File: config.mk
export PLATFORM = sky130hd
export DESIGN_NAME = csr_unit
export DESIGN_NICKNAME = d
export VERILOG_FILES = /design/src/hw/isa_pkg.sv /design/src/hw/csr_pkg.sv /design/src/hw/csr_if.sv /design/src/hw/csr_decode.sv /design/src/hw/csr_alu.sv /design/src/hw/csr_reg.sv /design/src/hw/csr_unit.sv
export SDC_FILE = /design/constraint.sdc
export NUM_CORES = 1
export LEC_CHECK = 0
export BUFFER_PORTS_ARGS = -buffer_cell sky130_fd_sc_hd__buf_2
export CORE_MARGIN = 5
export CORE_UTILIZATION = 35
export DETAILED_ROUTE_END_ITERATION = 8
export RECOVER_POWER = 100
export SETUP_SLACK_MARGIN = 0.4
export SYNTH_ARGS = -nofsm -noshare
export SYNTH_HDL_FRONTEND = slang
export SYNTH_HIERARCHICAL = 1
export SYNTH_SLANG_ARGS = --single-unit
File: constraint.sdc
create_clock -name clk -period 6.25 [get_ports clk]
set_input_delay 0.3125 -clock clk [delete_from_list [all_inputs] [get_ports clk]]
set_output_delay 0.3125 -clock clk [all_outputs]
set_load 0.01 [all_outputs]
File: src/hw/isa_pkg.sv
package isa_pkg;

    // major opcode and field positions of a 32-bit instruction
    localparam int OPC_W   = 7;
    localparam int RD_LSB  = 7;
    localparam int F3_LSB  = 12;
    localparam int RS1_LSB = 15;
    localparam int CSR_LSB = 20;

    localparam logic [OPC_W-1:0] OPC_SYSTEM = 7'b1110011;

    localparam int REG_ADDR_W = 5;

    // funct3 codes of the zicsr instructions
    localparam logic [2:0] F3_CSRRW  = 3'b001;
    localparam logic [2:0] F3_CSRRS  = 3'b010;
    localparam logic [2:0] F3_CSRRC  = 3'b011;
    localparam logic [2:0] F3_CSRRWI = 3'b101;
    localparam logic [2:0] F3_CSRRSI = 3'b110;
    localparam logic [2:0] F3_CSRRCI = 3'b111;

    // values follow funct3[1:0]
    typedef enum logic [1:0] {
        CSR_OP_WRITE = 2'd1,
        CSR_OP_SET   = 2'd2,
        CSR_OP_CLEAR = 2'd3
    } csr_op_e;

endpackage

File: src/hw/csr_pkg.sv
package csr_pkg;

    localparam int XLEN       = 32;
    localparam int CSR_ADDR_W = 12;

    // free-running counter, read as cycle / cycleh
    localparam int CYCLE_W = 64;

    // machine-mode CSRs
    localparam logic [CSR_ADDR_W-1:0] CSR_MSTATUS  = 12'h300;
    localparam logic [CSR_ADDR_W-1:0] CSR_MIE      = 12'h304;
    localparam logic [CSR_ADDR_W-1:0] CSR_MTVEC    = 12'h305;
    localparam logic [CSR_ADDR_W-1:0] CSR_MSCRATCH = 12'h340;
    localparam logic [CSR_ADDR_W-1:0] CSR_MEPC     = 12'h341;
    localparam logic [CSR_ADDR_W-1:0] CSR_MCAUSE   = 12'h342;

    // user-level counters, read only
    localparam logic [CSR_ADDR_W-1:0] CSR_CYCLE    = 12'hC00;
    localparam logic [CSR_ADDR_W-1:0] CSR_CYCLEH   = 12'hC80;

endpackage

File: src/hw/csr_if.sv
`timescale 1ns/100ps

interface csr_if import csr_pkg::*; ();

    logic                  wen;    // write strobe from ex
    logic [CSR_ADDR_W-1:0] waddr;
    logic [XLEN-1:0]       wdata;
    logic [CSR_ADDR_W-1:0] raddr;  // read address from id
    logic [XLEN-1:0]       rdata;

    modport decode (
        output raddr,
        input  rdata
    );

    modport alu (
        output wen, waddr, wdata
    );

    modport regfile (
        input  wen, waddr, wdata, raddr,
        output rdata
    );

endinterface

File: src/hw/csr_decode.sv
`timescale 1ns/100ps

module csr_decode import csr_pkg::*, isa_pkg::*; (
    input  logic                  clk,
    input  logic                  rstn,
    input  logic                  instr_valid_i,
    input  logic [31:0]           instr_i,
    input  logic [XLEN-1:0]       rs1_data_i,
    csr_if.decode                 csr,
    output logic                  ex_valid_o,
    output csr_op_e               ex_op_o,
    output logic [CSR_ADDR_W-1:0] ex_addr_o,
    output logic [XLEN-1:0]       ex_operand_o,
    output logic [XLEN-1:0]       ex_old_o,
    output logic [REG_ADDR_W-1:0] ex_rd_o,
    output logic                  ex_wr_en_o
);

    logic [2:0]            f3;
    logic [REG_ADDR_W-1:0] rs1_fld;
    logic                  is_csr;

    logic                  id_valid;
    logic [2:0]            id_f3;
    logic [CSR_ADDR_W-1:0] id_addr;
    logic [REG_ADDR_W-1:0] id_rd;
    logic [REG_ADDR_W-1:0] id_rs1;
    logic [XLEN-1:0]       id_operand;
    csr_op_e               id_op;
    logic                  id_wr_en;

    assign f3      = instr_i[F3_LSB +: 3];
    assign rs1_fld = instr_i[RS1_LSB +: REG_ADDR_W];
    // funct3 100 is not a csr op either
    assign is_csr  = (instr_i[OPC_W-1:0] == OPC_SYSTEM) && (f3[1:0] != 2'b00);

    always_ff @(posedge clk) begin
        if (!rstn) begin
            id_valid <= 1'b0;
        end else begin
            id_valid <= instr_valid_i && is_csr;
        end
    end

    always_ff @(posedge clk) begin
        id_f3   <= f3;
        id_addr <= instr_i[CSR_LSB +: CSR_ADDR_W];
        id_rd   <= instr_i[RD_LSB +: REG_ADDR_W];
        id_rs1  <= rs1_fld;
        // immediate forms take zimm zero-extended
        id_operand <= f3[2] ? {{(XLEN-REG_ADDR_W){1'b0}}, rs1_fld} : rs1_data_i;
    end

    assign csr.raddr = id_addr;

    always_comb begin
        case (id_f3)
            F3_CSRRW, F3_CSRRWI: id_op = CSR_OP_WRITE;
            F3_CSRRS, F3_CSRRSI: id_op = CSR_OP_SET;
            F3_CSRRC, F3_CSRRCI: id_op = CSR_OP_CLEAR;
            default:             id_op = CSR_OP_WRITE;
        endcase
    end

    // set/clear with x0 or zimm 0 only read
    assign id_wr_en = (id_op == CSR_OP_WRITE) || (id_rs1 != '0);

    always_ff @(posedge clk) begin
        if (!rstn) begin
            ex_valid_o <= 1'b0;
        end else begin
            ex_valid_o <= id_valid;
        end
    end

    always_ff @(posedge clk) begin
        ex_op_o      <= id_op;
        ex_addr_o    <= id_addr;
        ex_operand_o <= id_operand;
        ex_old_o     <= csr.rdata;  // already forwarded by the regfile
        ex_rd_o      <= id_rd;
        ex_wr_en_o   <= id_wr_en;
    end

endmodule

File: src/hw/csr_alu.sv
`timescale 1ns/100ps

module csr_alu import csr_pkg::*, isa_pkg::*; (
    input  logic                  clk,
    input  logic                  rstn,
    input  logic                  ex_valid_i,
    input  csr_op_e               ex_op_i,
    input  logic [CSR_ADDR_W-1:0] ex_addr_i,
    input  logic [XLEN-1:0]       ex_operand_i,
    input  logic [XLEN-1:0]       ex_old_i,
    input  logic [REG_ADDR_W-1:0] ex_rd_i,
    input  logic                  ex_wr_en_i,
    csr_if.alu                    csr,
    output logic                  rd_valid_o,
    output logic [REG_ADDR_W-1:0] rd_addr_o,
    output logic [XLEN-1:0]       rd_data_o
);

    logic [XLEN-1:0] new_val;

    always_comb begin
        case (ex_op_i)
            CSR_OP_SET:   new_val = ex_old_i | ex_operand_i;
            CSR_OP_CLEAR: new_val = ex_old_i & ~ex_operand_i;
            default:      new_val = ex_operand_i;  // plain write
        endcase
    end

    // write lands at the edge ending the ex cycle
    assign csr.wen   = ex_valid_i && ex_wr_en_i;
    assign csr.waddr = ex_addr_i;
    assign csr.wdata = new_val;

    always_ff @(posedge clk) begin
        if (!rstn) begin
            rd_valid_o <= 1'b0;
        end else begin
            rd_valid_o <= ex_valid_i;
        end
    end

    // rd gets the value before the update
    always_ff @(posedge clk) begin
        rd_addr_o <= ex_rd_i;
        rd_data_o <= ex_old_i;
    end

endmodule

File: src/hw/csr_reg.sv
`timescale 1ns/100ps

module csr_reg import csr_pkg::*; (
    input  logic            clk,
    input  logic            rstn,
    csr_if.regfile          csr,
    output logic [XLEN-1:0] mtvec_o,
    output logic [XLEN-1:0] mepc_o
);

    logic [CYCLE_W-1:0] cycle;
    logic [XLEN-1:0]    mtvec;
    logic [XLEN-1:0]    mcause;
    logic [XLEN-1:0]    mepc;
    logic [XLEN-1:0]    mie;
    logic [XLEN-1:0]    mstatus;
    logic [XLEN-1:0]    mscratch;

    logic               waddr_ok;  // waddr is one of the writable CSRs
    logic               fwd;

    // counts from the end of reset
    always_ff @(posedge clk) begin
        if (!rstn) begin
            cycle <= '0;
        end else begin
            cycle <= cycle + 1'b1;
        end
    end

    always_comb begin
        case (csr.waddr)
            CSR_MSTATUS, CSR_MIE, CSR_MTVEC,
            CSR_MSCRATCH, CSR_MEPC, CSR_MCAUSE: waddr_ok = 1'b1;
            default:                            waddr_ok = 1'b0;
        endcase
    end

    always_ff @(posedge clk) begin
        if (!rstn) begin
            mtvec    <= '0;
            mcause   <= '0;
            mepc     <= '0;
            mie      <= '0;
            mstatus  <= '0;
            mscratch <= '0;
        end else if (csr.wen) begin
            case (csr.waddr)
                CSR_MTVEC:    mtvec    <= csr.wdata;
                CSR_MCAUSE:   mcause   <= csr.wdata;
                CSR_MEPC:     mepc     <= csr.wdata;
                CSR_MIE:      mie      <= csr.wdata;
                CSR_MSTATUS:  mstatus  <= csr.wdata;
                CSR_MSCRATCH: mscratch <= csr.wdata;
                default: ;                           // cycle, cycleh and unknown dropped
            endcase
        end
    end

    // only a write that will actually land may be forwarded
    assign fwd = csr.wen && waddr_ok && (csr.waddr == csr.raddr);

    always_comb begin
        if (fwd) begin
            csr.rdata = csr.wdata;
        end else begin
            case (csr.raddr)
                CSR_CYCLE:    csr.rdata = cycle[XLEN-1:0];
                CSR_CYCLEH:   csr.rdata = cycle[CYCLE_W-1:XLEN];
                CSR_MTVEC:    csr.rdata = mtvec;
                CSR_MCAUSE:   csr.rdata = mcause;
                CSR_MEPC:     csr.rdata = mepc;
                CSR_MIE:      csr.rdata = mie;
                CSR_MSTATUS:  csr.rdata = mstatus;
                CSR_MSCRATCH: csr.rdata = mscratch;
                default:      csr.rdata = '0;
            endcase
        end
    end

    // trap vector and return address for fetch
    assign mtvec_o = mtvec;
    assign mepc_o  = mepc;

endmodule

File: src/hw/csr_unit.sv
`timescale 1ns/100ps

module csr_unit import csr_pkg::*, isa_pkg::*; (
    input  logic            clk,
    input  logic            rstn,
    input  logic            instr_valid_i,
    input  logic [31:0]     instr_i,
    input  logic [XLEN-1:0] rs1_data_i,
    output logic            rd_valid_o,
    output logic [4:0]      rd_addr_o,
    output logic [XLEN-1:0] rd_data_o,
    output logic [XLEN-1:0] mtvec_o,
    output logic [XLEN-1:0] mepc_o
);

    // id -> ex stage registers
    logic                  ex_valid;
    csr_op_e               ex_op;
    logic [CSR_ADDR_W-1:0] ex_addr;
    logic [XLEN-1:0]       ex_operand;
    logic [XLEN-1:0]       ex_old;
    logic [REG_ADDR_W-1:0] ex_rd;
    logic                  ex_wr_en;

    csr_if csr_bus ();

    csr_decode u_decode (
        .clk          (clk),
        .rstn         (rstn),
        .instr_valid_i(instr_valid_i),
        .instr_i      (instr_i),
        .rs1_data_i   (rs1_data_i),
        .csr          (csr_bus.decode),
        .ex_valid_o   (ex_valid),
        .ex_op_o      (ex_op),
        .ex_addr_o    (ex_addr),
        .ex_operand_o (ex_operand),
        .ex_old_o     (ex_old),
        .ex_rd_o      (ex_rd),
        .ex_wr_en_o   (ex_wr_en)
    );

    csr_alu u_alu (
        .clk         (clk),
        .rstn        (rstn),
        .ex_valid_i  (ex_valid),
        .ex_op_i     (ex_op),
        .ex_addr_i   (ex_addr),
        .ex_operand_i(ex_operand),
        .ex_old_i    (ex_old),
        .ex_rd_i     (ex_rd),
        .ex_wr_en_i  (ex_wr_en),
        .csr         (csr_bus.alu),
        .rd_valid_o  (rd_valid_o),
        .rd_addr_o   (rd_addr_o),
        .rd_data_o   (rd_data_o)
    );

    csr_reg u_reg (
        .clk    (clk),
        .rstn   (rstn),
        .csr    (csr_bus.regfile),
        .mtvec_o(mtvec_o),
        .mepc_o (mepc_o)
    );

endmodule

==> run_results.csv <==
group,metric,value,unit
floorplan,initial_core_util,0.354,
layout,final_common_cell,"dfxtp_1",
yosys,ys.flop_type,"dfxtp_1",
critical_path,worstPathRequired,6.70,ns
yosys,synth_area_per_cell,9.75,µm²
yosys,synth_top_area_share,0.503,
critical_path,arrival,5.12,ns
clock_network,clock_sink_count,436,
route,viasPerCell,5.24,
sta,post-route-period-util,0.747,
layout,final_cell_mix,"dfxtp_1 (434), nand2_1 (252), mux2i_1 (177)",
sta,slew_headroom,-1.04,
clock_network,hold_buffers,58,
sta,max_freq,214,MHz
yosys,synth_nets,1847,
clock_network,cts-root-buf,"clkbuf_16",
yosys,synthCells,1779,
global_routing,grt_pass1_vias,13900,
sta,report.final.hold_viol_count,0,
min_path,holdCritPathClass,"in2reg",
yosys,ys_async_sr_fraction,0,
yosys,synth_simple_gate_area_share,0.176,
clock_network,clock_path_buffers,3,
run,cap_viol_max_count,15,
floorplan,coreArea,49000,µm²
floorplan,ios,169,
layout,fin_util,0.421,
clock_network,post-cts-setup-buffers,0,
sta,rsz0062_at_grt,"no",
yosys,synth_area_leaders,"dfxtp_1 (50%), mux2i_1 (10%), nand2_1 (5.5%)",
route,wl,52300,µm
status,violations,"capacitance limit, slew limit",
sta,finalWorstPathRequiredPeriod,4.67,ns
critical_path,rrSetupSlack,1.58,ns
route,vias,13800,
clock_network,clk_latency,0.59,ns
clock_network,h-tree-depth,2,
floorplan,rows,81,
route,firstDrtPassIters,5,
critical_path,critPathMaxFanout,39,
critical_path,crit_start,"u_decode/csr.raddr[7]$_DFF_P_",
yosys,yosysWarnings,6,
clock_network,cts_tree,"yes",
critical_path,critical_path_class,"reg2reg",
yosys,synth-xor-area-share,0.0222,
layout,nets,2006,
sta,fin_setup_tns,0,ns
sta,tightest_slew,3.06,ns
power_and_ir_drop,p_leak,7.02,nW
placement,pre_cts_ws,2.90,ns
placement,dp_hpwl,33700,µm
layout,drive_gt1_frac,0.109,
critical_path,worstSetupEndpoint,"u_decode/ex_old_o[25]$_DFF_P_",
sta,whs,0.293,ns
sta,slew_violations,369,
placement,post-place-cells,2495,
route,drtIter0Drc,985,
route,route.detailed.drc,0,
yosys,synth_area,17300,µm²
yosys,ys_seq_elements,436,
floorplan,die_w,233,µm
yosys,synthMuxAreaShare,0.137,
yosys,synth_top_family_by_area,"simple AND/OR/NAND/NOR gates",
clock_network,cts_resized,0,
global_routing,grt_pass1_wl,81200,µm
placement,finalWeightedCongestion,0.835,
placement,io_buffers,168,
status,outcome,"finished, violations left",
clock_network,numCtsBuffers,47,
yosys,yosys.area_share.adder,0.000722,
floorplan,die-height,233,µm
global_routing,grt_use_total,0.189,
global_routing,grt_max_degree,110,
sta,setup_viol,0,
critical_path,cp-start-kind,"flip-flop",
yosys,synth_cell_type_count,65,
layout,syn_to_final_growth,18.9,%
global_routing,grt_overflow,0,
yosys,synth_compound_area_frac,0.117,
clock_network,clk_pin_slew,0.06,ns
critical_path,rr_worst_depth,5,
floorplan,die_area,54100,µm²
critical_path,end_kind,"flip-flop",
power_and_ir_drop,p_per_area,299,nW/µm²
layout,n_antenna_cell,0,
yosys,synth_edf_count,0,
sta,fin_worst_skew,0.0258,ns
critical_path,rr_endpoint,"u_decode/ex_old_o[25]$_DFF_P_",
route,wl_per_cell,19.8,µm
yosys,seq_area_frac_synth,0.503,
global_routing,antenna_found_initial,0,
layout,stdcell_count,2639,
critical_path,r2r-start,"u_decode/csr.raddr[7]$_DFF_P_",
yosys,synth_top_area_cell,"dfxtp_1",
route,ant_nets,0,
power_and_ir_drop,ir_drop,0.157,mV
sta,setup_ws,1.58,ns
how the worst min path moves through the flow:
| stage | from | endpoint | slack, ns | depth (start not counted) |
|---|---|---|---|---|
| floorplan | u_decode/ex_rd_o[0]$_DFF_P_ | u_alu/rd_addr_o[0]$_DFF_P_ | 0.31 | 0 |
| global placement | u_decode/id_rd[1]$_DFF_P_ | u_decode/ex_rd_o[1]$_DFF_P_ | 0.31 | 0 |
| detailed placement | u_decode/id_operand[12]$_SDFF_PP0_ | u_decode/ex_operand_o[12]$_DFF_P_ | 0.31 | 0 |
| CTS | rstn | u_reg/cycle[1]$_SDFF_PN0_ | 0.10 | 2 |
| global route | rstn | u_reg/cycle[63]$_SDFF_PN0_ | 0.31 | 3 |
| finish | rstn | u_reg/cycle[63]$_SDFF_PN0_ | 0.29 | 3 |
area by class of cell:
| class | instances | area (µm²) |
|---|---|---|
| inverter | 6 | 27.5 |
| timing repair buffer | 247 | 1410 |
| clock inverter | 22 | 404 |
| tap | 664 | 831 |
| clock buffer | 64 | 1330 |
| multi-input combinational | 1200 | 7880 |
| sequential | 436 | 8730 |
| fill | 4765 | 28300 |
cell families (layout without fill, tap and decap cells):
| kind of cell | after synthesis | count (layout) |
|---|---|---|
| buf+inv | 143 | 339 |
| xor+xnor | 44 | 44 |
| flops | 436 | 436 |
| compound gates | 297 | 297 |
| simple gates | 638 | 638 |
| fa+ha+maj | 1 | 1 |
| mux | 220 | 220 |
worst max-delay path, stage by stage, from the launching register on:
cell	delay, ns
dfxtp_2	0.31
clkbuf_1	2.13
nor2_4	0.77
and3_1	0.41
o221a_2	0.55
a22o_1	0.31
synth_stat cells, types with 14 or more instances:
cell type  count
dfxtp_1      436
or3_1         23
nand3_1       45
o2bb2ai_1     32
nor2b_1       29
o21ai_0       21
nand2_1      252
mux2_2        30
nor2_1       157
a21oi_1      132
nand4_1       31
xor2_1        29
buf_4         15
mux2i_1      177
clkbuf_1      77
a22o_1        41
buf_2         25
a32o_1        16
nor4_1        14
xnor2_1       15
a221o_1       21
report_power, final:
part	internal [W]	switching (W)	total, W
logic	0.0000898	0.000131	0.000221
registers	0.00282	0.0000259	0.00285
clock network	0.00195	0.00114	0.00309
flip-flops by register name, indices dropped and copies added (netlist names):
signal,cells
u_decode/ex_operand_o,32
u_decode/id_rd,5
u_reg/mie,32
u_reg/mscratch,32
u_decode/ex_op_o,2
u_reg/mcause,32
u_decode/ex_wr_en_o,1
u_decode/ex_valid_o,1
u_reg/cycle,64
u_decode/ex_addr_o,12
u_decode/ex_rd_o,5
u_alu/rd_data_o,32
u_alu/rd_valid_o,1
u_decode/id_rs1,5
u_reg/mepc_o,32
u_decode/id_f3,2
u_decode/ex_old_o,32
u_reg/mstatus,32
u_alu/rd_addr_o,5
u_decode/csr.raddr,12
u_reg/mtvec_o,32
u_decode/id_valid,1
u_decode/id_operand,32
per-layer routing:
metal,GRT usage,vias to the layer above,wire length (µm)
li1,-,6614,-
met1,0.247,6635,23000
met2,0.315,465,24300
met3,0.0337,124,3230
met4,0.0692,0,1830
met5,0,-,0
stage by stage:
stage / cell area [µm²] / total power [W]
finish: 20600 / 0.00616
detailed placement: 18500 / 0.00310
global route: 20600 / 0.00638
floorplan: 17300 / 0.00304
global placement: 18500 / 0.00310
CTS: 20900 / 0.00623
No activity file was read; power rests on OpenSTA's default activity.
